## src/hw/ec_pkg.sv

```systemverilog
`default_nettype none

package ec_pkg;

    localparam int FIELD_W = 381;

    // One field element, kept below the modulus
    typedef logic [FIELD_W-1:0] field_t;

    // Room for a raw sum, a borrow, or the Montgomery accumulator
    typedef logic [FIELD_W+1:0] wide_t;

    // Projective point
    typedef struct packed {
        field_t x;
        field_t y;
        field_t z;
    } ec_point_t;

    localparam field_t BLS12_381_P = field_t'({
        192'h1a0111ea397fe69a4b1ba7b6434bacd764774b84f38512bf,
        192'h6730d2a0f6b0f6241eabfffeb153ffffb9feffffffffaaab
    });

    // Addition steps in execution order
    typedef enum logic [3:0] {
        STEP_PROD,
        STEP_CROSS1,
        STEP_CROSS2,
        STEP_SUB,
        STEP_DBL1,
        STEP_DBL2,
        STEP_DBL3,
        STEP_B12,
        STEP_PN,
        STEP_MULT_FINAL,
        STEP_X4,
        STEP_X8,
        STEP_X12,
        STEP_FINAL
    } ec_step_e;

endpackage

`default_nettype wire

```

## src/hw/ec_add_ctrl.sv

```systemverilog
`timescale 1ns/1ps
`default_nettype none

module ec_add_ctrl
    import ec_pkg::*;
(
    input  logic     clk,
    input  logic     resetn,
    input  logic     start,
    input  logic     out_read,
    input  logic     step_done,
    output ec_step_e step,
    output logic     step_start,
    output logic     done
);

    typedef enum logic [1:0] {
        IDLE,
        RUNNING,
        FINISHED
    } state_e;

    state_e state;

    always_ff @(posedge clk or negedge resetn) begin
        if (!resetn) begin
            state      <= IDLE;
            step       <= STEP_PROD;
            step_start <= 1'b0;
            done       <= 1'b0;
        end else begin
            step_start <= 1'b0;
            case (state)
                IDLE: begin
                    if (start) begin
                        state      <= RUNNING;
                        step       <= STEP_PROD;
                        step_start <= 1'b1;
                    end
                end
                RUNNING: begin
                    if (step_done) begin
                        if (step == STEP_FINAL) begin
                            state <= FINISHED;
                            done  <= 1'b1;
                        end else begin
                            step       <= ec_step_e'(step + 1'b1);
                            step_start <= 1'b1;
                        end
                    end
                end
                FINISHED: begin
                    // Result held until the reader takes it
                    if (out_read) begin
                        state <= IDLE;
                        done  <= 1'b0;
                    end
                end
                default: state <= IDLE;
            endcase
        end
    end

    a_no_done_idle: assert property (
        @(posedge clk) disable iff (!resetn) step_done |-> (state == RUNNING)
    ) else $error("step_done outside a running addition");

endmodule

`default_nettype wire

```

## config.mk

```make
export PLATFORM = sky130hd
export DESIGN_NAME = ec_add_ctrl
export DESIGN_NICKNAME = d
export VERILOG_FILES = /design/src/hw/ec_pkg.sv /design/src/hw/ec_add_ctrl.sv
export SDC_FILE = /design/constraint.sdc
export NUM_CORES = 1
export LEC_CHECK = 0
export ABC_CLOCK_PERIOD_IN_PS = 1900
export BUFFER_PORTS_ARGS = -buffer_cell sky130_fd_sc_hd__buf_2
export CORE_AREA = 2 2 39 41
export CTS_BUF_LIST = sky130_fd_sc_hd__clkbuf_4 sky130_fd_sc_hd__clkbuf_8 sky130_fd_sc_hd__clkbuf_16
export CTS_CLUSTER_DIAMETER = 200
export CTS_CLUSTER_SIZE = 14
export DETAILED_ROUTE_END_ITERATION = 10
export DIE_AREA = 0 0 41 43
export HOLD_SLACK_MARGIN = 0.12
export PLACE_DENSITY = 0.49
export RECOVER_POWER = 25
export SLEW_MARGIN = 40
export SYNTH_ARGS = -nofsm -noshare
export SYNTH_HDL_FRONTEND = slang
export SYNTH_SLANG_ARGS = --single-unit
```

## constraint.sdc

```tcl
create_clock -name clk -period 1.9 [get_ports clk]
set_clock_uncertainty 0.2 [all_clocks]
set_input_delay 0.095 -clock clk [delete_from_list [all_inputs] [get_ports clk]]
set_output_delay 0.095 -clock clk [all_outputs]
set_load 0.005 [all_outputs]
```

After elaboration in Yosys (flattened, before gate mapping)

Index checks and enable logic that the tools add are counted.

Mux-type cells: 17
$add $sub $neg: 1
Reductions and logical operators: 6
Equal/unequal tests: 8

Operators by type and width:

| operator                                                        | number |
|---|---|
| 4-bit two-way mux                                               | 3 |
| 4-bit AND reduction                                             | 3 |
| 2-bit inequality test, second input constant                    | 5 |
| 2-bit two-way mux                                               | 4 |
| 4-bit one-hot mux with 2 select lines                           | 1 |
| 1-bit two-way mux                                               | 6 |
| 2-bit one-hot mux with 3 select lines                           | 1 |
| 4-bit by 1-bit adder with 4-bit output, second input constant   | 1 |
| 4-bit == test, second input constant                            | 1 |
| 1-bit one-hot mux with 2 select lines                           | 2 |
| 2-bit nonzero test                                              | 2 |
| 2-bit by 1-bit == test with 1-bit output, second input constant | 1 |
| 2-bit == test, second input constant                            | 1 |
| 2-bit logical NOT                                               | 1 |

Logic and storage cells: 36
Input bits: 5
Output and inout bits: 6
Register bits after elaboration: 8

Longest topological paths before layout

Word-level depth: 4
Gate-level depth with buffers: 5
Depth with buffers taken out: 5

Worst setup path after synthesis

Ideal clock, no wire load.

Path type: reg-to-reg
Start point: register step[0]
End point: register done
Setup slack: 0.386 ns
Required time: 1.579 ns
Library setup time: 0.121 ns
Buffers on the path: 0
Arrival: 1.193 ns
Clock period less this slack: 1.514 ns
Cell stages (with the launch flop): 5
Cell sequence: dfrtp_1 > ha_1 > and3_1 > and3b_1 > o22a_1

Cells in the longest elaborated chain, start to end: 3

Ends and longest elaborated chain:

| element                                | RTL line          | RTL |
|---|---|---|
| from (decl)                            | ec_add_ctrl.sv:12 | `output ec_step_e step,` |
| from (signal assigned)                 | ec_add_ctrl.sv:47 | `step <= ec_step_e'(step + 1'b1);` |
| 4-bit == test                          | ec_add_ctrl.sv:43 | `if (step == STEP_FINAL) begin` |
| 2-bit inequality test (no source line) | --                |  |
| 4-bit AND reduction (no source line)   | --                |  |
| to (signal assigned)                   | ec_add_ctrl.sv:30 | `done <= 1'b0;` |
| to (signal assigned)                   | ec_add_ctrl.sv:45 | `done <= 1'b1;` |
| to (signal assigned)                   | ec_add_ctrl.sv:56 | `done <= 1'b0;` |
| to (decl)                              | ec_add_ctrl.sv:14 | `output logic done` |

Every way passes these cells.
A chain may end at the register's enable or synchronous reset.

Worst setup path in the final report

Start point: register step[1]
End point: register step[0]

Cells in the longest elaborated chain, start to end: 3

Ends and longest elaborated chain:

| element                                | RTL line |
|---|---|
| 4-bit == test                          | ec_add_ctrl.sv:43 |
| 2-bit inequality test (no source line) | -- |
| 4-bit AND reduction (no source line)   | -- |

Every way passes these cells.

==> reports/qor.csv <==
stage,metric,value,unit
worst_setup_path,Crit path required time,1.87,ns
finish,register area,200,um^2
global_routing,antenna violations before repair,0,
drt,detailed router's first-iteration violation count,7,
drt,wire length per cell,13.1,um
power_and_ir_drop,sequential share of power,0.441,
worst_setup_path,CP Cell Sequence,inv_1 -> ha_1 -> and3_1 -> or2_1 -> mux2i_1,
die,core area,1380,um^2
die,initial core utilization,0.314,
worst_setup_path,critical path arrival,1.57,ns
global_routing,largest net degree at the start of global routing,11,
yosys,Syn Area/Cell,12.1,um^2
clock_tree,postcts setup bufs,0,
clock_tree,CTS H-tree lvls,1,
yosys,YS warnings,0,
finish,n_diodes,0,
worst_setup_path,largest fanout on the critical path,6,
global_routing,Total GRT Usage,0.135,
drt,vias per inst,5.19,
hold_path,worst hold path type,register to register,
clock_tree,Max Root-Sink Buffers,2,
die,I/O pin count,11,
power_and_ir_drop,maximum VDD drop,497,uV
clock_tree,post_cts resized,0,
place,placed cells,61,
finish,nets,62,
global_routing,first-pass GRT wire length,1.53,mm
place,GP Congestion,0.704,
yosys,Gate Count Post-Synth,36,
drt,Antenna Nets Post-Route,0,
flow_run,maxcap violations,0,
clock_tree,number of clock sinks,8,
finish,Area growth syn-to-layout,29.4,%
timing,setup TNS,0,ns
yosys,"FF+latch count, synth",8,
power_and_ir_drop,Logic pwr share,0.389,
worst_setup_path,Crit-path slowest cell,dfrtp_1,
finish,Final Non-Filler Cells,69,
hold_path,Hold Crit Depth,1,
worst_setup_path,Reg2Reg Depth,5,
die,Die Ht,43,um
yosys,"EDFF count, synth",0,
yosys,Main synth FF type,dfrtp_1,
die,die area,1760,um^2
power_and_ir_drop,PwrDens,1360,nW/um^2
timing,crit path time final,1.59,ns
clock_tree,"CTS clk-pin slew, worst paths",0.05,ns
power_and_ir_drop,Pint,473,uW
timing,Slew HR,0.747,
worst_setup_path,WS Path Type,register to register,
power_and_ir_drop,Clock power frac,0.170,
clock_tree,total CTS buffers,3,
worst_setup_path,CP max stage delay,0.42,ns
clock_tree,CTS tree,done,
die,die width,41,um
global_routing,GRT Residual Overflow,0,
worst_setup_path,critical path startpoint category,register,
yosys,Unique masters post-synth,24,
drt,drt first pass iters,4,
timing,Worst-Margin Slew,0.379,ns
timing,fin crit share,0.838,
finish,fraction of layout cells with a size suffix above 1,0.245,
clock_tree,Root Buffer,clkbuf_4,
global_routing,vias in the first global route,370,
timing,RSZ-0062 raised after global routing,no,
worst_setup_path,Worst Setup End Kind,register,
finish,multi-input logic area,215,um^2
clock_tree,hold buffer count at cts,5,
timing,Final setup viols,0,
place,port bufs,10,
timing,count of final hold-check violations,0,
finish,Filler cells,151,
clock_tree,clock latency at the later pin of the worst-skew pair,0.25,ns
drt,total number of vias,358,
outcome,outcome,"complete, no violations",
drt,final WL,907,um
yosys,sequential share of the synthesized area,0.461,
timing,Slew Limit Fails,0,
yosys,Mapped Area,434,um^2
power_and_ir_drop,P_leak,0.257,nW
die,Site Rows,14,
power_and_ir_drop,sw power,288,uW
yosys,post-synth net total,43,
yosys,async set-or-reset flop fraction in the synthesized netlist,1.00,
power_and_ir_drop,sw frac,0.379,
timing,Fmax,628,MHz
drt,# DRC,0,
-- cell type report --
class	count	share of cell area
multi-input cells	25	0.383
repair buffers	15	0.171
clock buffers	3	0.0401
inverters	2	0.0134
well taps	16	0.0356
flip-flops and latches	8	0.356
-- Yosys cell counts, types with 2 or more instances --
master / count / area share
nand2b_1: 2 / 0.029
o221ai_1: 2 / 0.040
inv_1: 2 / 0.017
dfrtp_1: 8 / 0.46
ha_1: 2 / 0.058
nand3_1: 2 / 0.023
-- critical path, delay by kind of cell, from the launching register on --
kind,cells,cell delay (ns)
DFF,1,0.42
and+or+nand+nor,2,0.53
muxes,1,0.15
buffers and inverters,1,0.06
adders and majority gates,1,0.16
-- cell families after synthesis --
| kind of cell | after synthesis | synth area share |
|---|---|---|
| and+or+nand+nor | 13 | 0.225 |
| AOI/OAI and AO/OA | 9 | 0.190 |
| DFF | 8 | 0.461 |
| buffers and inverters | 3 | 0.0432 |
| adders and majority gates | 2 | 0.0576 |
| muxes | 1 | 0.0231 |
-- power groups by stage --
stage / clock network [mW] / registers, mW / logic (mW)
after detailed placement: 0 / 0.336 / 0.304
after global routing: 0.145 / 0.352 / 0.336
after CTS: 0.135 / 0.335 / 0.313
final: 0.129 / 0.336 / 0.296
after floorplan: 0 / 0.304 / 0.243
after global placement: 0 / 0.330 / 0.297
-- registers in the layout, summed over array words and instances, names as in the netlist --
signal      cells
state           2
done            1
step            4
step_start      1
-- worst paths after layout --
check                             start  slack, ns  endpoint
worst max-delay path            step[1]       0.31   step[0]
worst min-delay path               done       0.32      done
worst max register to register  step[1]       0.31   step[0]
worst min register to register     done       0.32      done
max in group asynchronous        resetn       0.60   step[2]
min in group asynchronous        resetn       0.63   step[0]
-- routing by layer --
layer | global-route usage | routed length, um
met1 | 0.157 | 427
met2 | 0.194 | 412
met3 | 0.0471 | 43
met4 | 0.100 | 25
met5 | 0 | 0
-- placed cells by master (no fill, tap or decap), drive strengths merged, types with 2 or more instances in the layout --
| master | instances |
|---|---|
| nand3 | 2 |
| nand2b | 2 |
| inv | 2 |
| clkbuf | 6 |
| buf | 7 |
| dlygate4sd3 | 5 |
| dfrtp | 8 |
| nand3b | 2 |
| ha | 2 |
| o221ai | 3 |
-- metrics by stage --
step / hold slack [ns] / worst slack (ns) / power (mW) / util / instance area, um^2
after floorplan: -0.401 / 0.386 / 0.547 / - / 434
after global placement: -0.250 / 0.346 / 0.626 / 0.356 / 493
after detailed placement: -0.250 / 0.307 / 0.640 / 0.356 / 493
after CTS: 0.321 / 0.279 / 0.783 / 0.409 / 566
after global routing: 0.344 / 0.189 / 0.834 / 0.406 / 562
final: 0.321 / 0.308 / 0.761 / 0.406 / 562
No activity file was read; power rests on OpenSTA's default activity.
